<file path="src/common/mem_pkg.sv">
// Word-addressed 16-bit memory bus; one transaction at a time, reads always return a full burst
package mem_pkg;

typedef logic [15:0] addr_t;
typedef logic [15:0] data_t;

// One client request, held stable until its acknowledge
typedef struct packed {
	addr_t addr;
	data_t data;
	logic wr;
} mem_req_t;

// Width of the per-client req, ack and valid vectors
localparam int N_CLIENTS = 3;

// Default read burst length, the top level passes it down
localparam int DEF_BURST = 8;

// Arbiter slots
localparam int fill_id = 0;
localparam int test_id = 1;
localparam int scan_id = 2;

endpackage

</file>
<file path="src/memory/mem_arbiter.sv">
// Clients must hold req and their request struct stable until ack; BURST must match mem_array
module mem_arbiter import mem_pkg::*; #(
	parameter int BURST = 8
) (
	input logic CLOCK_50,
	input logic rst,
	input logic [N_CLIENTS - 1:0] req,
	input mem_req_t client_req [N_CLIENTS],
	input logic mem_ack,
	input logic mem_rd_valid,
	input logic mem_busy,
	output logic [N_CLIENTS - 1:0] ack,
	output logic [N_CLIENTS - 1:0] valid,
	output logic mem_go,
	output mem_req_t mem_cmd
);

localparam int IW = $clog2(N_CLIENTS);
localparam int BW = $clog2(BURST + 1);

logic active;
logic found;
logic [IW - 1:0] owner, last, pick;
logic [BW - 1:0] beat;
logic [N_CLIENTS - 1:0] grant;

// Search starts one slot after the last winner
always_comb begin : rotate
	int idx;
	found = 1'b0;
	pick = last;
	for (int i = 1; i <= N_CLIENTS; i++) begin
		idx = (int'(last) + i) % N_CLIENTS;
		if (!found && req[idx]) begin
			found = 1'b1;
			pick = IW'(idx);
		end
	end
end

always_ff @(posedge CLOCK_50) begin
	if (rst) begin
		active <= 1'b0;
		mem_go <= 1'b0;
		owner <= '0;
		last <= IW'(N_CLIENTS - 1);
		beat <= '0;
	end else begin
		mem_go <= 1'b0;
		if (!active) begin
			if (found && !mem_busy) begin
				active <= 1'b1;
				owner <= pick;
				last <= pick;
				mem_go <= 1'b1;
				beat <= '0;
			end
		end else if (mem_ack && mem_cmd.wr) begin
			active <= 1'b0;
		end else if (mem_rd_valid) begin
			// Reads keep the memory until the last word
			if (beat == BW'(BURST - 1))
				active <= 1'b0;
			beat <= beat + 1'b1;
		end
	end
end

assign mem_cmd = client_req[owner];
assign grant = active ? N_CLIENTS'(1) << owner : '0;
assign ack = grant & {N_CLIENTS{mem_ack}};
assign valid = grant & {N_CLIENTS{mem_rd_valid}};

// Memory answers only the strobe issued the cycle before
a_ack_after_go: assert property (@(posedge CLOCK_50) disable iff (rst)
	mem_ack |-> $past(mem_go) && active);

// Read data only flows inside a granted read
a_valid_in_read: assert property (@(posedge CLOCK_50) disable iff (rst)
	mem_rd_valid |-> active && !mem_cmd.wr);

// The acknowledge reaches exactly one client that is still requesting
a_ack_to_requester: assert property (@(posedge CLOCK_50) disable iff (rst)
	(ack != '0) |-> $onehot(ack & req));

endmodule

</file>
<file path="config.mk">
export PLATFORM = sky130hd
export DESIGN_NAME = mem_arbiter
export DESIGN_NICKNAME = d
export VERILOG_FILES = /design/src/common/mem_pkg.sv /design/src/memory/mem_arbiter.sv
export SDC_FILE = /design/constraint.sdc
export NUM_CORES = 1
export LEC_CHECK = 0
export BUFFER_PORTS_ARGS = -buffer_cell sky130_fd_sc_hd__buf_2
export CORE_MARGIN = 2
export CORE_UTILIZATION = 35
export DETAILED_ROUTE_END_ITERATION = 10
export PLACE_DENSITY_LB_ADDON = 0.3
export SYNTH_ARGS = -nofsm -noshare
export SYNTH_HDL_FRONTEND = slang
export SYNTH_SLANG_ARGS = --single-unit
</file>
<file path="constraint.sdc">
create_clock -name CLOCK_50 -period 2.9 [get_ports CLOCK_50]
set_input_delay 0.435 -clock CLOCK_50 [delete_from_list [all_inputs] [get_ports CLOCK_50]]
set_output_delay 0.435 -clock CLOCK_50 [all_outputs]
set_load 0.01 [all_outputs]
</file>
; Word-level counts from Yosys, hierarchy flattened
; Index checks and enable logic that the tools add are counted.
[totals]
regBits = 10
inputBits = 107
word_cells = 63
output_inout_bits = 40
[classes]
n_lt_le_gt_ge = 4
eq_ne = 3
n_mux = 28
n_bitwise = 4
shift = 1
n_reduce_logical = 11
n_addsub = 4
div_mod_pow = 3
[op_table]
columns = operator, count
row1 = 32-bit by 4-bit < comparator with 1-bit output (second input constant), 3
row2 = 32-bit by 3-bit modulo with 32-bit output (second input constant), 3
row3 = 33-bit binary-select mux with 2-bit select, 1
row4 = 33-bit 2-to-1 mux, 2
row5 = 4-bit 2-to-1 mux, 4
row6 = 1-bit 2-to-1 mux, 14
row7 = 2-bit by 2-bit adder with 3-bit output (second input constant), 2
row8 = 3-bit AND, 2
row9 = 1-bit binary-select mux with 2-bit select, 3
row10 = 2-bit 2-to-1 mux, 3
row11 = 4-bit by 1-bit adder with 4-bit output (second input constant), 1
row12 = 4-bit by 3-bit equality test with 1-bit output (second input constant), 1
row13 = 1-bit logical AND, 4
row14 = 2-bit != test (second input constant), 2
row15 = 2-bit by 1-bit adder with 3-bit output (second input constant), 1
row16 = 3-bit greater-or-equal comparator (second input constant), 1
row17 = 1-bit zero test, 3
row18 = 3-bit 2-to-1 mux, 1
row19 = 2-bit NOT with 3-bit output, 1
row20 = 3-bit AND reduction, 1
row21 = 1-bit by 2-bit << shifter with 3-bit output (first input constant), 1
row22 = 2-bit AND reduction, 1
row23 = 2-bit nonzero test, 1
row24 = 2-bit OR reduction, 1
row25 = 1-bit NOT, 1

; Logic depth before layout (Yosys ltp)
[logic_depth]
ltp_word = 15
depth_mapped = 8
mapped_depth_nobuf = 7

; Worst setup path before layout
; Ideal clock, no wire load.
[synth_timing]
path_type = register to register
start = reg owner[0]
end = reg beat[3]
t_required_ns = 2.808
path_stages_with_launch = 9
arrival_time_ns = 1.945
n_path_buf = 1
slack_ns = 0.863
period_less_slack_ns = 2.037
setup_ns = 0.092
cell_sequence = dfxtp_1 clkbuf_1 inv_2 ha_1 a22o_1 a211o_1 a22oi_4 nand2_1 o32ai_1
[synth_between]
elab_chain_len = 7
[synth_lines]
columns = item, line_no
row1 = start: declaration, mem_arbiter.sv:23  ; logic [IW - 1:0] owner, last, pick;
row2 = start signal: assignment, mem_arbiter.sv:53  ; owner <= pick;
row3 = 2-bit NOT with 3-bit output (implied by the code), mem_arbiter.sv:69  ; assign mem_cmd = client_req[owner];
row4 = 33-bit binary-select mux with 2-bit select, mem_arbiter.sv:69
row5 = 33-bit 2-to-1 mux (implied by the code) (2 in a row), mem_arbiter.sv:69
row6 = 1-bit logical AND, mem_arbiter.sv:58  ; end else if (mem_ack && mem_cmd.wr) begin
row7 = 2-bit != test (no line), n/a
row8 = 3-bit AND reduction (no line), n/a
row9 = end signal: assignment, mem_arbiter.sv:64  ; beat <= beat + 1'b1;
row10 = end: declaration, mem_arbiter.sv:24  ; logic [BW - 1:0] beat;
; Every way passes these cells. The select of a mux whose other input is x is not followed.
; A chain may end at the register's enable or synchronous reset.

==> results.json <==
{
  "start_kind": "flip-flop",
  "period_share": 0.8009,
  "grt_max_degree": 34,
  "worst_ep_required_time_ns": 2.47,
  "switching_share": 0.4438,
  "holdPathStages": 2,
  "r2r_slack_ns": 0.84,
  "total_power_uw": 876.5,
  "max_cap_viol_count": 0,
  "die_height_um": 65.24,
  "worstPathCellList": "buf_4 -> mux2i_1 -> o21ai_1 -> buf_2",
  "cp_slowest_cell": "dfxtp_2",
  "clk_path_buf_depth": 2,
  "setup-tns-final_ns": 0,
  "placedCellCount": 373,
  "r2r_end": "beat[3]$_SDFFE_PP0P_",
  "synth.avg_cell_area_um2": 6.872,
  "start_util": 0.3612,
  "cts_tree": "built",
  "muxShareOfSynthArea": 0.2593,
  "p_int_uw": 487.5,
  "ys_warn_count": 0,
  "die_width_um": 65.24,
  "cts.sinks": 9,
  "postCtsSetupBuffers": 0,
  "switching_power_uw": 389.0,
  "min-delay-path-class": "flip-flop to flip-flop",
  "grt_antenna_before_repair": 0,
  "skew_ns": 0.004091,
  "synth_cells": 191,
  "synth_xor_area_frac": 0,
  "grt_use_total": 0.2140,
  "yosys.area.top_type": "mux2i_1",
  "holdPathEnd": "beat[1]$_SDFFE_PP0P_",
  "synth_compound_area_frac": 0.2631,
  "hold_start": "beat[1]$_SDFFE_PP0P_",
  "status": "finished, final reports clean",
  "vias": 1915,
  "p_leak_uw": 0.001014,
  "first_pass_iters": 4,
  "setup_slack_ns": 0.5775,
  "slowest_delay_ns": 0.67,
  "overflow": 0,
  "synth_seq_area_share": 0.1373,
  "synth.distinct_cells": 35,
  "worst_pin_slew_ns": 0.5414,
  "synthSimpleGateAreaFrac": 0.2336,
  "synth_top_cell_area_share": 0.2593,
  "rows": 22,
  "synth_edf_count": 0,
  "syn-num-nets": 302,
  "syn2layout_area_growth_pct": 60.63,
  "synth_area_um2": 1313,
  "cp.arrival_ns": 1.89,
  "cts_hold_buf": 0,
  "ys_top_cells_by_area": "mux2i_1, dfxtp_1, o21ai_1, nand2_1, ha_1",
  "cts_root_buf": "clkbuf_8",
  "p_seq_frac": 0.193,
  "period_minus_slack_ns": 2.323,
  "synth_top_family_by_area": "compound AO/OA/AOI/OAI gates",
  "hold_viol": 0,
  "final_cells": 377,
  "cts_buffers": 3,
  "grt_pass1_wl_um": 7272,
  "nFillCells": 394,
  "critPathMaxFanout": 22,
  "reg2reg_depth": 7,
  "synth_fa_ha_area_frac": 0.03813,
  "place_hpwl_um": 4126,
  "nets": 441,
  "ir_drop_v": 0.0003711,
  "viasPerCell": 5.080,
  "die_area_um2": 4256,
  "p_comb_frac": 0.640,
  "place_congestion": 0.8921,
  "totalWireLength_um": 5102,
  "rsz0062_at_grt": "no",
  "critPathCaptureType": "output port",
  "ios": 147,
  "clockPowerShare": 0.167,
  "numPortBuffers": 146,
  "drt_iter0_markers": 79,
  "path_clk_slew_ns": 0.05,
  "diodes": 0,
  "grt_pass1_vias": 1632,
  "ys.flop_type": "dfxtp_1",
  "ant_nets": 0,
  "fmax_mhz": 430.6,
  "critPathKind": "flip-flop to output port",
  "clk_latency_ns": 0.23,
  "setup_violations": 0,
  "cts-htree-levels": 1,
  "drive_gt1_frac": 0.4863,
  "finalMaxSlewViolations": 0,
  "relSlewSlack": 0.6390,
  "core-area_um2": 3633,
  "synth_seq_cells": 9,
  "postCtsResizedCells": 0,
  "reg2reg_from": "owner[0]$_SDFFE_PP0P_",
  "p_per_area_nw_per_um2": 415.8,
  "drc": 0,
  "synth-async-reset-ratio": 0,
  "dpl_worst_slack_ns": 0.8426,
  "wire_per_inst_um": 13.53
}
## registers in the layout, indices dropped and copies added (netlist names)
| register | count |
|---|---|
| mem_go | 1 |
| last | 1 |
| owner | 2 |
| active | 1 |
| beat | 4 |
## how the worst max path moves through the flow
stage | start | endpoint | slack [ns] | cells after the start
floorplan | owner[0]$_SDFFE_PP0P_ | beat[3]$_SDFFE_PP0P_ | 0.86 | 8
global placement | owner[1]$_SDFFE_PP0P_ | mem_cmd[1] | 0.86 | 4
detailed placement | owner[1]$_SDFFE_PP0P_ | mem_cmd[23] | 0.84 | 4
CTS | owner[1]$_SDFFE_PP0P_ | mem_cmd[23] | 0.58 | 4
global route | owner[1]$_SDFFE_PP0P_ | mem_cmd[23] | 0.45 | 4
finish | owner[1]$_SDFFE_PP0P_ | mem_cmd[23] | 0.58 | 4
## kinds of logic (layout without fill, tap and decap cells)
| logic type | count (synthesis) | after routing |
|---|---|---|
| simple gates | 68 | 68 |
| compound gates | 55 | 55 |
| mux | 34 | 34 |
| buf+inv | 21 | 159 |
| flops | 9 | 9 |
| fa+ha+maj | 4 | 4 |
## cells in the final DEF, fill, tap and decap left out, drive strengths merged, types with 2 or more instances in the layout
cell    count
mux2i      34
nand2      42
o32ai       2
clkbuf      3
nand4       2
buf       149
nor3        4
a21oi       7
inv         6
ha          4
a22oi       2
nand2b      3
o21ai      32
a31oi       3
dfxtp       9
a21o        2
nor2        4
nand3b      2
nand3       6
## power by group through the flow
stage               Sequential (µW)  Clock, µW  Combinational [µW]
detailed placement              172          0                 558
floorplan                       149          0                 358
global placement                172          0                 549
global route                    172        162                 611
finish                          169        147                 561
CTS                             170        150                 560
## per-layer routing
layer / track usage / up-vias / part of all wire
li1: - / 964 / -
met1: 0.2560 / 857 / 0.40
met2: 0.3724 / 84 / 0.49
met3: 0.04452 / 10 / 0.10
met4: 0.08333 / 0 / 0.017
met5: 0 / - / 0
## critical path, delay by kind of cell, from the launching register on
kind	cells	cell delay (ns)
AO/OA/AOI/OAI	1	0.09
buffers and inverters	2	0.57
flip-flops	1	0.67
multiplexers	1	0.32
## metrics by stage
| step | instance area, µm² | hold WS, ns | utilization |
|---|---|---|---|
| after global routing | 2108 | 0.5053 | 0.5802 |
| after CTS | 2108 | 0.4928 | 0.5802 |
| after detailed placement | 2062 | 0.4862 | 0.5675 |
| after floorplan | 1313 | 0.4651 | - |
| final | 2108 | 0.4885 | 0.5802 |
| after global placement | 2062 | 0.4802 | 0.5675 |
## area by class of cell
class / count / area, µm² / share of cell area
Multi-Input combinational cell: 161 / 1045 / 0.4955
Clock inverter: 1 / 5.005 / 0.002374
Clock buffer: 3 / 41.29 / 0.01958
Sequential cell: 9 / 181.4 / 0.08605
Tap cell: 48 / 60.06 / 0.02849
Timing Repair Buffer: 149 / 753.2 / 0.3573
Inverter: 6 / 22.52 / 0.01068
## cell usage after synthesis (3+ instances only)
master,number
o21ai_1,32
mux2i_1,34
clkbuf_1,9
a31oi_1,3
nor2_1,4
ha_1,4
buf_2,3
inv_1,5
nand2b_1,3
nand2_1,42
nand3_1,6
dfxtp_1,9
a21oi_1,7
nor3_1,4
(Power assumes the default switching activity.)
