**src/common/mem_pkg.sv**
```systemverilog
// Word-addressed 16-bit memory bus; one transaction at a time, reads always return a full burst
package mem_pkg;

typedef logic [15:0] addr_t;
typedef logic [15:0] data_t;

// One client request, held stable until its acknowledge
typedef struct packed {
	addr_t addr;
	data_t data;
	logic wr;
} mem_req_t;

// Width of the per-client req, ack and valid vectors
localparam int N_CLIENTS = 3;

// Default read burst length, the top level passes it down
localparam int DEF_BURST = 8;

// Arbiter slots
localparam int fill_id = 0;
localparam int test_id = 1;
localparam int scan_id = 2;

endpackage

```
**src/common/video_pkg.sv**
```systemverilog
// Frame coordinates are 8 bits, so frames are limited to 256 x 256 pixels
package video_pkg;

typedef logic [7:0] coord_t;

// RGB565, same width as a memory word
typedef struct packed {
	logic [4:0] r;
	logic [5:0] g;
	logic [4:0] b;
} pixel_t;

// Rectangle in pixels, origin at the top left of the frame
typedef struct packed {
	coord_t x;
	coord_t y;
	coord_t w;
	coord_t h;
} rect_t;

// Position reported with each scanned pixel
typedef struct packed {
	coord_t x;
	coord_t y;
} frame_pos_t;

endpackage

```
**src/rtl/scan_out.sv**
```systemverilog
// FRAME_W must be a multiple of BURST; position is kept while scan_en is low
module scan_out import mem_pkg::*, video_pkg::*; #(
	parameter int BURST = 8,
	parameter addr_t FRAME_BASE = 16'h1000,
	parameter int FRAME_W = 16,
	parameter int FRAME_H = 8
) (
	input logic CLOCK_50,
	input logic rst,
	input logic scan_en,
	input logic ack,
	input logic valid,
	input data_t rd_data,
	output logic req,
	output mem_req_t cmd,
	output pixel_t pixel,
	output frame_pos_t pos,
	output logic pixel_valid,
	output logic frame_start
);

localparam int DEPTH = 2 * BURST;
localparam int PW = $clog2(DEPTH);
localparam int CW = $clog2(DEPTH + 1);
localparam int BW = $clog2(BURST + 1);
localparam int FRAME_WORDS = FRAME_W * FRAME_H;

pixel_t line_buf [DEPTH];
logic [PW - 1:0] wr_ptr, rd_ptr;
logic [CW - 1:0] count;
logic [BW - 1:0] beat;
logic in_flight;
logic pop;
addr_t fetch_offs;
coord_t x, y;

assign pop = scan_en && count != '0;
assign cmd = '{addr: FRAME_BASE + fetch_offs, data: '0, wr: 1'b0};

always_ff @(posedge CLOCK_50) begin
	if (rst) begin
		req <= 1'b0;
		in_flight <= 1'b0;
		beat <= '0;
		fetch_offs <= '0;
		wr_ptr <= '0;
		rd_ptr <= '0;
		count <= '0;
		x <= '0;
		y <= '0;
		pixel_valid <= 1'b0;
		frame_start <= 1'b0;
	end else begin
		// Ask for a burst once the buffer has room for one
		if (!req && !in_flight && scan_en && count <= CW'(BURST)) begin
			req <= 1'b1;
		end else if (ack) begin
			req <= 1'b0;
			in_flight <= 1'b1;
			fetch_offs <= (int'(fetch_offs) + BURST >= FRAME_WORDS) ?
				'0 : fetch_offs + addr_t'(BURST);
		end

		if (valid) begin
			wr_ptr <= (wr_ptr == PW'(DEPTH - 1)) ? '0 : wr_ptr + 1'b1;
			beat <= (beat == BW'(BURST - 1)) ? '0 : beat + 1'b1;
			if (beat == BW'(BURST - 1))
				in_flight <= 1'b0;
		end

		count <= count + CW'(valid) - CW'(pop);
		pixel_valid <= pop;
		frame_start <= pop && x == '0 && y == '0;

		// Row-major walk over the frame
		if (pop) begin
			rd_ptr <= (rd_ptr == PW'(DEPTH - 1)) ? '0 : rd_ptr + 1'b1;
			if (int'(x) == FRAME_W - 1) begin
				x <= '0;
				y <= (int'(y) == FRAME_H - 1) ? '0 : y + 1'b1;
			end else begin
				x <= x + 1'b1;
			end
		end
	end
end

always_ff @(posedge CLOCK_50) begin
	if (valid)
		line_buf[wr_ptr] <= pixel_t'(rd_data);
	if (pop) begin
		pixel <= line_buf[rd_ptr];
		pos <= '{x: x, y: y};
	end
end

// Arbiter delivers only words this client asked for
a_no_overflow: assert property (@(posedge CLOCK_50) disable iff (rst)
	valid |-> in_flight && count < CW'(DEPTH));

endmodule

```
**config.mk**
```make
export PLATFORM = sky130hd
export DESIGN_NAME = scan_out
export DESIGN_NICKNAME = d
export VERILOG_FILES = /design/src/common/mem_pkg.sv /design/src/common/video_pkg.sv /design/src/rtl/scan_out.sv
export SDC_FILE = /design/constraint.sdc
export NUM_CORES = 1
export LEC_CHECK = 0
export ABC_AREA = 1
export BUFFER_PORTS_ARGS = -buffer_cell sky130_fd_sc_hd__buf_2
export CAP_MARGIN = 20
export CORE_ASPECT_RATIO = 1.4
export CORE_MARGIN = 8
export CORE_UTILIZATION = 54
export CTS_CLUSTER_SIZE = 30
export DETAILED_ROUTE_END_ITERATION = 12
export PLACE_DENSITY = 0.75
export SLEW_MARGIN = 20
export SYNTH_ARGS = -nofsm -noshare
export SYNTH_HDL_FRONTEND = slang
export SYNTH_SLANG_ARGS = --single-unit
```
**constraint.sdc**
```tcl
create_clock -name CLOCK_50 -period 2.2 [get_ports CLOCK_50]
set_input_delay 0.11 -clock CLOCK_50 [delete_from_list [all_inputs] [get_ports CLOCK_50]]
set_output_delay 0.11 -clock CLOCK_50 [all_outputs]
set_load 0.01 [all_outputs]
```
* Word level (Yosys, flattened, before mapping)
Memory sizes are Yosys's and may differ from the RTL's. A register that Yosys moved wholly into a read port is not among the register bits.
Cells that the tools add are included.
** Word-level totals
- Memories :: 1
- Output and inout port bits :: 68
- Logic and storage cells :: 60
- Input port bits :: 21
- Bits in registers :: 69
- RAM bits :: 256
** Cells by class
- Equality and inequality tests :: 5
- Reductions and logical operators :: 14
- Magnitude comparators :: 2
- Muxes and demuxes :: 14
- Add/sub/neg operators :: 10
- Bitwise operators :: 1
** Memories
- line_buf :: words 16, width 16, rd ports 1, clocked after Yosys merged registers in 1, write ports 1, line scan_out.sv:28 : pixel_t line_buf [DEPTH];
** Operators with widths (count)
- $add 16x4->17 const B :: 1
- $ge 17x8->1 const B :: 1
- $add 13x16->16 const A :: 1
- $add 16x4->16 const B :: 1
- $add 8x1->8 const B :: 2
- $logic_not 8->1 :: 2
- $mux 16 :: 1
- $mux 8 :: 2
- $add 4x1->4 const B :: 3
- $mux 4 :: 3
- $eq 4x4->1 const B :: 2
- $eq 8x4->1 const B :: 1
- $eq 8x5->1 const B :: 1
- $mux 1 :: 8
- $logic_and 1x1->1 :: 6
- $add 5x1->5 :: 1
- $le 5x4->1 const B :: 1
- $reduce_bool 5->1 :: 1
- $sub 5x1->5 :: 1
- $eq 4x3->1 const B :: 1
- $reduce_and 2->1 :: 2
- $logic_not 1->1 :: 2
- $reduce_bool 2->1 :: 1
- $not 1->1 :: 1

* Longest topological paths before layout
- Depth in word-level cells :: 7
- Mapped depth :: 13
- Gate-level depth less buffers :: 12

* Worst setup path after synthesis
Ideal clock, no wire load.
- Path kind :: reg-to-reg
- Start point :: reg count[2]
- End point :: reg count[4]
- Cell stages (with the launch flop) :: 14
- Arrival :: 2.354 ns
- Path buffers :: 1
- Period minus slack after synthesis :: 2.423 ns
- Path slack :: -0.223 ns
- Setup time :: 0.070 ns
- Data required time :: 2.130 ns
- Cell sequence :: dfxtp_1 > inv_1 > ha_1 > a31oi_2 > buf_4 > ha_1 > inv_1 > ha_1 > fa_1 > nand2_1 > a21oi_1 > nor2_1 > o21ai_0 > a21oi_1
** Between the ends
- Word-level cells in the longest chain between the ends :: 3
- Elaborated cells between the ends (all ways) :: 4
- Classes of those cells :: 2 x add/sub; 2 x reduce/logical
** RTL lines
- from (decl) :: line scan_out.sv:30 : logic [CW - 1:0] count;
- from (signal assigned) :: line scan_out.sv:71 : count <= count + CW'(valid) - CW'(pop);
- $reduce_bool 5->1 :: line scan_out.sv:37 : assign pop = scan_en && count != '0;
- $logic_and 1x1->1 :: line scan_out.sv:37
- via pop :: line scan_out.sv:33 : logic pop;
- $sub 5x1->5 :: line scan_out.sv:71
The timed path passes the listed nets, and every way through them passes these cells.
A chain may end at the register's enable or synchronous reset.

* Worst setup path in the final report
- Start point :: reg count[1]
- End point :: reg count[4]
** Between the ends
- Word-level cells in the longest chain between the ends :: 3
- Elaborated cells between the ends (all ways) :: 4
- Classes of those cells :: 2 x add/sub; 2 x reduce/logical
** RTL lines (line)
- parallel branches: the longest is 2 deep, another holds $add 5x1->5
- $sub 5x1->5 (*) :: scan_out.sv:71
Every way passes the cells marked *.

==> results.rst <==
.. list-table::
   :header-rows: 1

   * - Metric
     - Value
   * - Status
     - finished, final reports clean
   * - Register share of total power
     - 0.495
   * - Growth of design area from synthesis to finish
     - 13.8%
   * - Final worst-path cycle share
     - 0.934
   * - Net count of the finished layout
     - 1,260
   * - Final number of hold-violating endpoints
     - 0
   * - Finished Core Util
     - 0.623
   * - Hold endpoint
     - req
   * - Floorplan Core Area
     - 25,300 µm²
   * - Worst supply voltage drop on vdd
     - 0.712 mV
   * - Clock tree buffer depth
     - 3
   * - Net switching power
     - 4.18 mW
   * - Port bufs
     - 68
   * - All-Layer GR Usage
     - 0.191
   * - Final routed DRC violation total
     - 0
   * - Final RePlAce weighted congestion
     - 0.785
   * - Crit path launch type
     - flip-flop
   * - Die area
     - 31,100 µm²
   * - Share of layout cells above drive strength 1
     - 0.147
   * - Cell area after synthesis
     - 13,800 µm²
   * - Setup slack on the worst flop-to-flop path
     - 150 ps
   * - Register area share after synthesis
     - 0.697
   * - Count of nets left with antenna violations after detail routing
     - 0
   * - Commonest cells after routing, fill and taps aside
     - edfxtp_1, nor2_1, nand2_1, o21ai_0, buf_2
   * - Worst hold path type
     - in -> reg
   * - Post-synthesis cell count
     - 1,123
   * - Die W
     - 151 µm
   * - Leakage
     - 5.59 nW
   * - RSZ-0062 raised after global routing
     - no
   * - Final global-route overflow total
     - 0
   * - Arrival time worst endpoint
     - 2550 ps
   * - Area contributors post-synth
     - edfxtp_1, dfxtp_1, nor2_1
   * - Max Fanout on Critical Path
     - 3
   * - Post-DR wirelength/cell
     - 19.0 µm
   * - Vias in the first global route
     - 8,843
   * - Number of antenna violations at the first check in global routing
     - 0
   * - Synth top area share
     - 0.625
   * - Number of CTS-inserted buffers
     - 30
   * - Crit end category
     - flip-flop
   * - Net Sw Frac
     - 0.273
   * - Start point of the worst min-delay path
     - scan_en
   * - CP Cell Sequence
     - nor2_1 -> a31oi_4 -> ha_1 -> inv_1 -> ha_2 -> fa_2 -> nand2_1 -> a21oi_1 -> nor2_1 -> o21ai_0 -> a21oi_1
   * - Share of power burned in the clock network
     - 0.320
   * - Die height
     - 205 µm
   * - Launch point of the worst reg-to-reg path
     - count[1]
   * - Clock tree from TritonCTS
     - built
   * - Max Cap Violations
     - 0
   * - Post-CTS setup-driven buffer insertion count
     - 0
   * - Max Freq
     - 0.487 GHz
   * - Antenna diode instance count
     - 0
   * - Category of the critical setup timing path
     - reg -> reg
   * - Average vias per placed instance
     - 5.70
   * - Share of flip-flops with an asynchronous set or reset
     - 0
   * - Layout filler cell count
     - 1,902
   * - Root buffer cell
     - clkbuf_16
   * - Via count
     - 8,887
   * - Routed wire length
     - 29,600 µm
   * - Most common library cell in the layout ignoring fill and taps
     - edfxtp_1
   * - Post-synth EDFFs
     - 288
   * - Reg2reg path depth
     - 11
   * - Headroom to the max-slew limit
     - 0.376
   * - DP HPWL
     - 18,500 µm
   * - Number of top-level pins
     - 89
   * - Slew of the pin with the lowest slew margin
     - 933 ps
   * - Cell Area, Placed
     - 14,600 µm²
   * - Unique cell type count in the Yosys netlist
     - 41
   * - Power Internal
     - 11.1 mW
   * - Power share of the combinational group
     - 0.186
   * - FF+latch count, synth
     - 338
   * - Final instance area
     - 15,700 µm²
   * - TritonRoute pass-1 iters
     - 5
   * - Crit-path max cell delay
     - 370 ps
   * - Initial Utilization
     - 0.547
   * - Post-synth top area cell
     - edfxtp_1
   * - Most common flop cell mapped by yosys
     - edfxtp_1
   * - Fin crit period
     - 2050 ps
   * - Clock-pin transition on the worst setup and hold timing paths
     - 70 ps
   * - Syn_area_per_cell
     - 12.3 µm²
   * - Post-route setup TNS
     - 0 ps
   * - Final Max Slew Viols
     - 0
   * - Number of cells on the worst hold path
     - 5
   * - Clock net sink count
     - 338
   * - Endpoint of the lowest-slack register-to-register path
     - count[4]
   * - H-tree depth
     - 1
   * - Worst-path cell with the longest stage delay
     - fa_2
   * - Maximum number of pins on one net before global-route repair
     - 65
   * - Synthesis Warnings
     - 0
   * - Final total power
     - 15.3 mW
   * - Power Dens Cells
     - 973 nW/µm²
   * - Required time worst endpoint
     - 2700 ps
   * - Initial DRC count
     - 758
   * - Final clock skew
     - 20.0 ps
   * - Global-route wire length before repair
     - 46,600 µm
   * - Clock latency of the later-clocked register in the worst-skew pair
     - 560 ps
   * - Number of setup violations in the final report
     - 0
   * - Total number of placement rows
     - 69
power groups by stage:
stage	Clock, mW	Combinational, mW	Sequential, mW
final	4.90	2.84	7.57
after global routing	5.22	3.15	7.61
after CTS	4.99	2.86	7.58
after detailed placement	0	2.82	7.71
after global placement	0	2.72	7.71
after floorplan	0	1.89	7.71
final cells by class:
class,instances,area (µm²),area share
Clock buffer,35,769,0.0489
Sequential cell,338,9660,0.613
Clock inverter,20,146,0.00930
Multi-Input combinational cell,663,3610,0.229
Timing Repair Buffer,127,945,0.0600
Inverter,58,219,0.0139
Tap cell,319,399,0.0253
layer usage:
metal | part of all wire | vias up | global-route usage
li1 | - | 4183 | -
met1 | 0.38 | 4301 | 0.227
met2 | 0.53 | 338 | 0.343
met3 | 0.062 | 65 | 0.0233
met4 | 0.033 | 0 | 0.0730
met5 | 0 | - | 0
state kept, by name (all words and copies together) (netlist names):
signal,count
pos,16
pixel_valid,1
rd_ptr,4
line_buf,256
in_flight,1
wr_ptr,4
fetch_offs,13
frame_start,1
req,1
beat,4
count,5
x,8
pixel,16
y,8
stage by stage:
stage | hold WS (ps) | cells | setup WS [ps]
after global placement | 405 | 1487 | 158
after floorplan | 209 | 1142 | 12.1
after detailed placement | 415 | 1487 | 52.6
after CTS | 32.0 | 1560 | 44.1
final | 49.0 | 1560 | 145
after global routing | 65.3 | 1560 | 9.99
critical path, delay by kind of cell, from the launching register on:
family | cells | cell delay (ps)
fa+ha+maj | 3 | 830
simple gates | 3 | 400
compound gates | 4 | 400
flops | 1 | 330
buf+inv | 1 | 40
Yosys cell counts (2+ instances only):
library cell / n
buf_1: 5
dfxtp_1: 50
nand3_1: 42
nor3_2: 2
xor2_1: 9
nand4_1: 13
o32ai_1: 38
clkbuf_1: 27
edfxtp_1: 288
nor3_1: 18
o21ai_0: 84
ha_1: 20
nand2_1: 99
nor2_1: 212
o211ai_1: 12
inv_1: 53
inv_2: 4
nand2_2: 6
nand3_2: 2
buf_4: 33
mux2i_1: 21
and3_1: 2
a21oi_1: 25
nor2_4: 6
o221ai_1: 20
buf_2: 17
cells by family after synthesis:
logic type               Yosys count  share of synthesized area
adder cells (fa/ha/maj)           21                     0.0195
multiplexers                      21                     0.0152
other                              1                   0.000271
AO/OA/AOI/OAI                    184                     0.0854
buffers and inverters            141                     0.0493
XOR/XNOR                          10                    0.00633
flip-flops                       338                      0.697
AND/OR/NAND/NOR                  407                      0.127
worst max path at each step:
stage	start	to	slack (ps)	cells past startpoint
after floorplan	count[2]	count[4]	10	13
after global placement	count[2]	y[5]	160	9
after detailed placement	count[2]	y[4]	50	10
after CTS	count[2]	y[4]	40	10
after global routing	count[2]	count[4]	10	12
final	count[1]	count[4]	150	11
what timing repair did:
item,CTS,global route
hold buffers,18,0
setup endpoints to repair,0,15
gates resized for setup,0,3
endpoints found under the hold margin,263,0
(Power assumes the default switching activity.)
