===== src/common/mem_pkg.sv =====
// Word-addressed 16-bit memory bus; one transaction at a time, reads always return a full burst
package mem_pkg;

typedef logic [15:0] addr_t;
typedef logic [15:0] data_t;

// One client request, held stable until its acknowledge
typedef struct packed {
	addr_t addr;
	data_t data;
	logic wr;
} mem_req_t;

// Width of the per-client req, ack and valid vectors
localparam int N_CLIENTS = 3;

// Default read burst length, the top level passes it down
localparam int DEF_BURST = 8;

// Arbiter slots
localparam int fill_id = 0;
localparam int test_id = 1;
localparam int scan_id = 2;

endpackage


===== src/common/video_pkg.sv =====
// Frame coordinates are 8 bits, so frames are limited to 256 x 256 pixels
package video_pkg;

typedef logic [7:0] coord_t;

// RGB565, same width as a memory word
typedef struct packed {
	logic [4:0] r;
	logic [5:0] g;
	logic [4:0] b;
} pixel_t;

// Rectangle in pixels, origin at the top left of the frame
typedef struct packed {
	coord_t x;
	coord_t y;
	coord_t w;
	coord_t h;
} rect_t;

// Position reported with each scanned pixel
typedef struct packed {
	coord_t x;
	coord_t y;
} frame_pos_t;

endpackage


===== src/rtl/rect_fill.sv =====
// Rectangle is clipped to the frame; one write per acknowledge, fill_start ignored while active
module rect_fill import mem_pkg::*, video_pkg::*; #(
	parameter addr_t FRAME_BASE = 16'h1000,
	parameter int FRAME_W = 16,
	parameter int FRAME_H = 8,
	parameter rect_t FILL_RECT = '{x: 8'd0, y: 8'd0, w: 8'd1, h: 8'd1},
	parameter pixel_t FILL_COLOR = '0
) (
	input logic CLOCK_50,
	input logic rst,
	input logic fill_start,
	input logic ack,
	output logic req,
	output mem_req_t cmd,
	output logic fill_active
);

// Exclusive end column and row after clipping
localparam int X_END = (int'(FILL_RECT.x) + int'(FILL_RECT.w) > FRAME_W) ?
	FRAME_W : int'(FILL_RECT.x) + int'(FILL_RECT.w);
localparam int Y_END = (int'(FILL_RECT.y) + int'(FILL_RECT.h) > FRAME_H) ?
	FRAME_H : int'(FILL_RECT.y) + int'(FILL_RECT.h);
localparam bit EMPTY = (X_END <= int'(FILL_RECT.x)) || (Y_END <= int'(FILL_RECT.y));

coord_t col, row;

always_ff @(posedge CLOCK_50) begin
	if (rst) begin
		fill_active <= 1'b0;
		col <= '0;
		row <= '0;
	end else if (!fill_active) begin
		if (fill_start && !EMPTY) begin
			fill_active <= 1'b1;
			col <= FILL_RECT.x;
			row <= FILL_RECT.y;
		end
	end else if (ack) begin
		if (int'(col) == X_END - 1) begin
			col <= FILL_RECT.x;
			// Last column of the last row ends the fill
			if (int'(row) == Y_END - 1)
				fill_active <= 1'b0;
			else
				row <= row + 1'b1;
		end else begin
			col <= col + 1'b1;
		end
	end
end

assign req = fill_active;
assign cmd = '{
	addr: addr_t'(int'(FRAME_BASE) + int'(row) * FRAME_W + int'(col)),
	data: data_t'(FILL_COLOR),
	wr: 1'b1
};

endmodule


===== config.mk =====
export PLATFORM = sky130hd
export DESIGN_NAME = rect_fill
export DESIGN_NICKNAME = d
export VERILOG_FILES = /design/src/common/mem_pkg.sv /design/src/common/video_pkg.sv /design/src/rtl/rect_fill.sv
export SDC_FILE = /design/constraint.sdc
export NUM_CORES = 1
export LEC_CHECK = 0
export BUFFER_PORTS_ARGS = -buffer_cell sky130_fd_sc_hd__buf_2
export CORE_MARGIN = 4
export CORE_UTILIZATION = 56
export CTS_CLUSTER_SIZE = 16
export DETAILED_ROUTE_END_ITERATION = 10
export PLACE_DENSITY = 0.85
export SLEW_MARGIN = 15
export SYNTH_ARGS = -nofsm -noshare
export SYNTH_HDL_FRONTEND = slang
export SYNTH_SLANG_ARGS = --single-unit

===== constraint.sdc =====
create_clock -name CLOCK_50 -period 3.5 [get_ports CLOCK_50]
set_input_delay 0.35 -clock CLOCK_50 [delete_from_list [all_inputs] [get_ports CLOCK_50]]
set_output_delay 0.35 -clock CLOCK_50 [all_outputs]
set_load 0.02 [all_outputs]

# --- Yosys cells after proc, flatten, opt, wreduce, memory -nomap -nowiden ---
# Cells that the tools add are included.
totals:
  register_bits: 17
  out_inout_bits: 35
  wordCells: 28
classes:
  addsub: 4
  eq_ne: 3
  muxes: 13
  reduce_logical: 5
op_table:
  columns: ["cell", "count"]
  rows:
  - ["8-bit 2-to-1 mux", 8]
  - ["8-bit by 1-bit adder with 8-bit output, second input constant", 2]
  - ["8-bit logical NOT", 2]
  - ["14-bit by 8-bit adder with 15-bit output", 1]
  - ["13-bit by 12-bit adder with 14-bit output, first input constant", 1]
  - ["1-bit 2-to-1 mux", 5]
  - ["2-bit inequality test, second input constant", 2]
  - ["4-bit AND reduction", 1]
  - ["2-bit by 1-bit inequality test with 1-bit output, second input constant", 1]
  - ["2-bit AND reduction", 1]
  - ["2-bit nonzero test", 1]

# --- Longest topological paths before layout ---
# Gate-level depths: netlist (run 1).
logic_depth:
  word_depth: 5
  mapped_depth: 6

# --- Worst setup path after synthesis (run 1) ---
# No wires, ideal clock.
synth_timing:
  kind: "register -> output"
  startpoint: "register col[5]"
  endpoint: "output port cmd[26] (netlist name)"
  t_arrival_ns: 1.679
  path_slack_ns: 1.471
  stages_incl_launch_ff: 6
  n_path_buf: 0
  cell_sequence: "dfxtp_1 ha_1 a21oi_1 o21a_1 nor3b_1 xor2_1"
synth_rtl:
  columns: ["item", "line", "rtl"]
  rows:
  - ["from (decl)", "rect_fill.sv:25", "coord_t col, row;"]
  - ["from (signal assigned)", "rect_fill.sv:35", "col <= FILL_RECT.x;"]
  - ["from (signal assigned)", "rect_fill.sv:40", "col <= FILL_RECT.x;"]
  - ["from (signal assigned)", "rect_fill.sv:47", "col <= col + 1'b1;"]
  - ["to (decl)", "rect_fill.sv:14", "output mem_req_t cmd,"]

==> results.py, run 1 <==
metrics = {
    "worst_setup_path": {
        "reg2reg_setup_slack_ns": 1.49,
        "max_stage_delay_ns": 0.40,
        "ff2ff_path_depth": 6,
        "crit_path_max_fanout": 6,
        "critPathLaunchType": "flip-flop",
        "cp_top_family": "flip-flops",
        "crit_arrival_ns": 2.08,
        "critPathSlowestCell": "dfxtp_1",
        "critPathCaptureType": "output pin",
        "required_ns": 3.15,
        "critPathBufInv": 1,
        "path_depth": 6,
        "critPathKind": "reg -> out",
        "crit_chain": "ha_1, a21oi_1, o21a_1, nor3b_1, xor2_1, buf_2",
    },
    "yosys": {
        "synth_warnings": 0,
        "synthCells": 172,
        "yosysTopAreaCell": "dfxtp_1",
        "ys_types": 45,
        "synth.avg_cell_area_um2": 8.10,
        "synth_ff_type": "dfxtp_1",
        "yosysTopAreaCellShare": 0.244,
        "synthArstFlopShare": 0,
        "synth_edf_count": 0,
        "netlist_area_um2": 1390,
        "ys_seq_area_frac": 0.244,
        "synthTopCellsByArea": "dfxtp_1 24%, buf_4 13%, ha_1 8.1%",
        "synth_seq_cells": 17,
    },
    "status": {
        "status": "completed",
    },
    "cells_and_area": {
        "multi_input_area_um2": 898,
        "fillers": 205,
        "drive_gt1_frac": 0.173,
        "n_antenna_cell": 0,
        "register_area_um2": 340,
        "layoutNonFillerInstCount": 213,
        "final_util": 0.619,
        "num-nets-final": 199,
        "area_growth_syn_to_layout_pct": 2.07,
    },
    "clock_tree": {
        "cts_max_path_buffers": 2,
        "cts_tree": "built",
        "holdBufCountCts": 0,
        "clock_latency_ns": 0.29,
        "cts_made_buffers": 3,
        "cts_sinks": 17,
        "cts-root-buf": "clkbuf_4",
        "post_cts_resized": 0,
        "h-tree-depth": 1,
        "cts_setup_buffers": 0,
        "clk_pin_slew_worst_paths_ns": 0.10,
    },
    "routing": {
        "vias": 1244,
        "post_drt_wl_per_cell_um": 13.5,
        "viasPerCell": 5.84,
        "first_pass_iters": 4,
        "routed_wl_um": 2880,
        "drtIter0Drc": 50,
        "antenna_left": 0,
        "drc": 0,
    },
    "power_and_ir_drop": {
        "netSwitchingPower_mw": 0.100,
        "p_clk_frac": 0.310,
        "peakVddDrop_mv": 0.154,
        "combPwrFrac": 0.126,
        "internal_power_mw": 0.248,
        "p_total_mw": 0.348,
        "p_seq_frac": 0.564,
        "power.density_nw_per_um2": 245,
        "switching_share": 0.288,
        "p_leak_nw": 0.660,
    },
    "die": {
        "die-area_um2": 3350,
        "core_um2": 2300,
        "num_rows": 17,
        "initial_core_util": 0.606,
        "die_h_um": 57.9,
        "num_io_pins": 39,
        "die_width_um": 57.9,
    },
    "sta": {
        "rsz0062_at_grt": "no",
        "drv_slew": 0,
        "final.period_utilization": 0.696,
        "finalSetupViolCount": 0,
        "fin_crit_ns": 2.43,
        "max_clock_freq_ghz": 0.411,
        "finClkSkew_ns": 0.00204,
        "slew_headroom": 0.426,
        "finalHoldViolCount": 0,
        "fin_setup_tns_ns": 0,
        "worst_slew_pin_slew_ns": 0.856,
        "holdWs_ns": 0.360,
    },
    "place": {
        "routabilityCongestion": 0.926,
        "placed_cells": 209,
        "port_buffers": 19,
        "hpwl_um": 2310,
    },
    "grt": {
        "antenna_found_initial": 0,
        "grt_max_degree": 14,
        "track_usage": 0.180,
        "grt-ovfl-total": 0,
        "grt_pass1_wl_um": 4810,
        "grt_pass1_vias": 1121,
    },
    "job": {
        "cap_violations": 0,
    },
    "worst_hold_path": {
        "hp-class": "in -> reg",
        "worstHoldPathCells": 2,
    },
}
## per-layer routing
| layer | track usage | wire length, um | part of all wire |
|---|---|---|---|
| met5 | 0 | 0 | 0 |
| met1 | 0.228 | 1300 | 0.45 |
| met2 | 0.294 | 1290 | 0.45 |
| met4 | 0.0762 | 27 | 0.0094 |
| met3 | 0.0379 | 258 | 0.090 |
## registers in the layout, indices dropped and copies added, names as in the netlist
| register | count |
|---|---|
| col | 8 |
| row | 8 |
| fill_active | 1 |
## cell usage after synthesis (all sizes together), types with 2 or more instances
| cell | n |
|---|---|
| buf | 24 |
| dfxtp | 17 |
| a21oi | 11 |
| nand2 | 10 |
| nor2 | 10 |
| ha | 9 |
| inv | 7 |
| nand3 | 6 |
| o21ai | 6 |
| o31ai | 6 |
| and2 | 5 |
| nor3 | 5 |
| xor2 | 5 |
| nand2b | 4 |
| a211oi | 3 |
| a31oi | 3 |
| and3 | 3 |
| clkbuf | 3 |
| mux2i | 3 |
| or2 | 3 |
| a22o | 2 |
| a311oi | 2 |
| a41oi | 2 |
| conb | 2 |
| nor2b | 2 |
| o211ai | 2 |
| o21a | 2 |
| or3 | 2 |
| xnor2 | 2 |
## stage by stage
stage	cell area [um2]	setup WS, ns
2_1_floorplan	1460	1.47
3_3_place_gp	1400	1.48
3_5_place_dp	1400	1.41
4_1_cts	1420	1.07
5_1_grt	1420	0.941
6_report	1420	1.07
## layout make-up
cell class,instances,share of cell area
inverter,7,0.0185
clock buffer,4,0.0185
timing repair buffer,19,0.0669
tap,28,0.0246
sequential,17,0.239
multi-input combinational,138,0.632
## layout by cell type (no fill, tap or decap), drive strengths merged, types with 2 or more instances in the layout
cell type	n
inv	7
nor3	5
a41oi	2
o31ai	6
a21oi	11
and2	5
a211oi	3
nand3	6
o21ai	6
nand2b	4
xnor2	2
ha	9
nand2	10
clkbuf	4
nor2	10
buf	19
a31oi	3
conb	19
and3	3
a311oi	2
or2	3
o211ai	2
o21a	2
a22o	2
nor2b	2
xor2	5
or3	2
mux2i	3
dfxtp	17
## worst paths after layout
check / startpoint / endpoint
setup reg to reg: col[0]$_SDFFE_PP0P_ / col[7]$_SDFFE_PP0P_
setup / recovery: col[5]$_SDFFE_PP0P_ / cmd[26]
hold reg to reg: col[7]$_SDFFE_PP0P_ / col[7]$_SDFFE_PP0P_
hold / removal: rst / col[1]$_SDFFE_PP0P_
## kinds of logic after synthesis
group	share of synthesized area
mux	0.0216
buf+inv	0.156
other cells	0.00539
compound gates	0.217
xor+xnor	0.0440
simple gates	0.230
flops	0.244
fa+ha+maj	0.0809
## worst register-to-register path, cell delays in order, from the launching register on
cell      delay, ns
dfxtp_1        0.38
inv_1          0.09
ha_1           0.21
nor4b_4        0.15
a211oi_1       0.72
o21ai_0        0.20
a31oi_1        0.19
## power by group through the flow
stage | Sequential [mW] | Clock (mW) | Combinational, mW
final | 0.196 | 0.108 | 0.0437
after global routing | 0.197 | 0.119 | 0.0470
after CTS | 0.196 | 0.109 | 0.0429
after detailed placement | 0.201 | 0 | 0.0427
after global placement | 0.200 | 0 | 0.0427
after floorplan | 0.201 | 0 | 0.0519
(Power assumes the default switching activity.)
==> inputs of run 2 (changes only) <==
--- a/config.mk
+++ b/config.mk
@@ -5,12 +5,14 @@
 export SDC_FILE = /design/constraint.sdc
 export NUM_CORES = 1
 export LEC_CHECK = 0
+export ABC_AREA = 1
 export BUFFER_PORTS_ARGS = -buffer_cell sky130_fd_sc_hd__buf_2
+export CORE_ASPECT_RATIO = 0.5
 export CORE_MARGIN = 4
-export CORE_UTILIZATION = 56
+export CORE_UTILIZATION = 47
 export CTS_CLUSTER_SIZE = 16
 export DETAILED_ROUTE_END_ITERATION = 10
-export PLACE_DENSITY = 0.85
+export PLACE_DENSITY = 0.75
 export SLEW_MARGIN = 15
 export SYNTH_ARGS = -nofsm -noshare
 export SYNTH_HDL_FRONTEND = slang
==> constraint.sdc (replaced) <==
create_clock -name CLOCK_50 -period 2 [get_ports CLOCK_50]
set_input_delay 0.2 -clock CLOCK_50 [delete_from_list [all_inputs] [get_ports CLOCK_50]]
set_output_delay 0.2 -clock CLOCK_50 [all_outputs]
set_load 0.02 [all_outputs]
==> results.py, run 2 <==
metrics = {
    "grt": {
        "grt_pass1_vias": 1051,
        "grt_pass1_wl_um": 4720,
        "antenna_found_initial": 0,
        "track_usage": 0.149,
        "grt-ovfl-total": 0,
        "grt_max_degree": 14,
    },
    "power_and_ir_drop": {
        "p_leak_nw": 0.750,
        "power.density_nw_per_um2": 430,
        "peakVddDrop_mv": 0.224,
        "p_total_mw": 0.681,
    },
    "worst_setup_path": {
        "required_ns": 1.80,
        "crit_arrival_ns": 1.68,
        "crit_top_cell": "nand2_1",
        "crit_chain": "ha_4, nand2_1, o21ai_2, nand2_1, nor2_2, xor2_1, buf_4",
        "crit_path_max_fanout": 7,
        "critPathCaptureType": "output pin",
        "max_stage_delay_ns": 0.37,
        "critPathLaunchType": "flip-flop",
        "critPathSlowestCell": "dfxtp_4",
        "critPathKind": "reg -> out",
    },
    "clock_tree": {
        "clock_latency_ns": 0.26,
        "cts_sinks": 17,
        "cts-root-buf": "clkbuf_8",
        "cts_max_path_buffers": 2,
        "cts_tree": "built",
        "cts_made_buffers": 3,
        "clk_pin_slew_worst_paths_ns": 0.07,
        "h-tree-depth": 1,
    },
    "cells_and_area": {
        "area_growth_syn_to_layout_pct": 9.42,
        "mostFrequentLayoutCell": "nand2_1",
        "reg_top3": "col: 8 flops, row: 8 flops, fill_active: 1 flops",
        "layoutNonFillerInstCount": 269,
        "drive_gt1_frac": 0.228,
        "mostFrequentLayoutCells": "44 x nand2_1, 22 x inv_1, 22 x nor2_1",
        "n_antenna_cell": 0,
        "num-nets-final": 246,
    },
    "die": {
        "die-area_um2": 4090,
        "die_h_um": 47.2,
        "num_io_pins": 39,
        "die_width_um": 86.5,
        "num_rows": 13,
        "core_um2": 2770,
        "initial_core_util": 0.524,
    },
    "sta": {
        "finalSetupViolCount": 0,
        "timing.final.ws_setup_ns": 0.121,
        "max_clock_freq_ghz": 0.532,
        "fin_crit_ns": 1.88,
        "holdWs_ns": 0.292,
        "finClkSkew_ns": 0.00738,
        "fin_setup_tns_ns": 0,
        "final.period_utilization": 0.940,
        "finalHoldViolCount": 0,
        "drv_slew": 0,
    },
    "worst_hold_path": {
        "hp-class": "in -> reg",
    },
    "place": {
        "routabilityCongestion": 0.830,
        "placed_cells": 264,
        "port_buffers": 19,
        "pre_cts_ws_ns": 0.167,
        "hpwl_um": 2210,
    },
    "routing": {
        "drtIter0Drc": 69,
        "post_drt_wl_per_cell_um": 10.6,
        "antenna_left": 0,
        "viasPerCell": 4.71,
        "drc": 0,
        "vias": 1266,
        "first_pass_iters": 4,
        "routed_wl_um": 2840,
    },
    "yosys": {
        "netlist_area_um2": 1450,
        "synth_ff_type": "dfxtp_1",
        "synth.most_common_cell": "nand2_1",
        "ys_types": 28,
        "synth_top_cells_by_count": "44 x nand2_1, 24 x buf_4, 23 x nor2_1",
        "synth_warnings": 0,
        "synth_edf_count": 0,
        "synthCells": 215,
        "ys_seq_area_frac": 0.235,
        "synth_seq_cells": 17,
        "synth.avg_cell_area_um2": 6.73,
        "yosysTopAreaCellShare": 0.235,
        "synthTopCellsByArea": "dfxtp_1 24%, buf_4 12%, nand2_1 11%",
        "yosysTopAreaCell": "dfxtp_1",
        "synthArstFlopShare": 0,
    },
    "job": {
        "cap_violations": 0,
    },
    "status": {
        "status": "completed",
    },
}
[run 2: area by class of cell]
class	instances	area, um2
repair buffers	23	128
clock buffers	3	41.3
inverters	23	86.3
clock inverters	1	5.00
multi-input cells	165	926
well taps	37	46.3
fillers	273	1180
flip-flops and latches	17	352
[run 2: kinds of logic (layout without fill, tap and decap cells)]
logic type                 after synthesis  after routing  synth area share
AOI/OAI and AO/OA                       29             29             0.112
xor gates and xnor gates                 6              6            0.0363
adders and majority gates                9              9            0.0778
buffers and inverters                   50             50             0.202
DFF                                     17             17             0.235
other                                    2             19           0.00519
and+or+nand+nor                        102            102             0.332
[run 2: metal layers]
layer,part of all wire,vias to the layer above,global-route usage
met5,0,-,0
met4,0.0049,0,0.0528
met3,0.054,2,0.0385
met2,0.44,31,0.252
met1,0.50,553,0.189
li1,-,680,-
[run 2: critical path: cells and delay by family, from the launching register on]
kind	cells	cell delay (ns)
flops	1	0.37
simple gates	3	0.30
fa+ha+maj	1	0.29
compound gates	1	0.16
buf+inv	1	0.16
xor+xnor	1	0.15
[run 2: metrics by stage]
stage,area (um2),util
detailed placement,1470,0.531
global placement,1470,0.531
global route,1580,0.573
CTS,1530,0.553
floorplan,1510,-
finish,1580,0.573
[run 2: worst paths after layout]
path	start	to	slack, ns	cells after the start
worst max-delay path	row[2]$_SDFFE_PP0P_	cmd[27]	0.12	7
worst min register to register	col[1]$_SDFFE_PP0P_	col[1]$_SDFFE_PP0P_	0.51	2
worst min-delay path	fill_start	fill_active$_SDFF_PP0_	0.29	3
worst max register to register	row[0]$_SDFFE_PP0P_	row[4]$_SDFFE_PP0P_	0.46	10
[run 2: power by group]
group	total [mW]	leakage, nW	switching (mW)	internal, mW
registers	0.340	0.140	0.00266	0.337
clock network	0.265	0.0255	0.127	0.139
logic	0.0756	0.584	0.0650	0.0106
[run 2: timing repair]
| item | in CTS | in global routing |
|---|---|---|
| hold buffers | 0 | 0 |
| resized for setup | 3 | 12 |
| setup endpoints to repair | 2 | 6 |
| setup buffers | 0 | 1 |
| pin swaps | 1 | 2 |
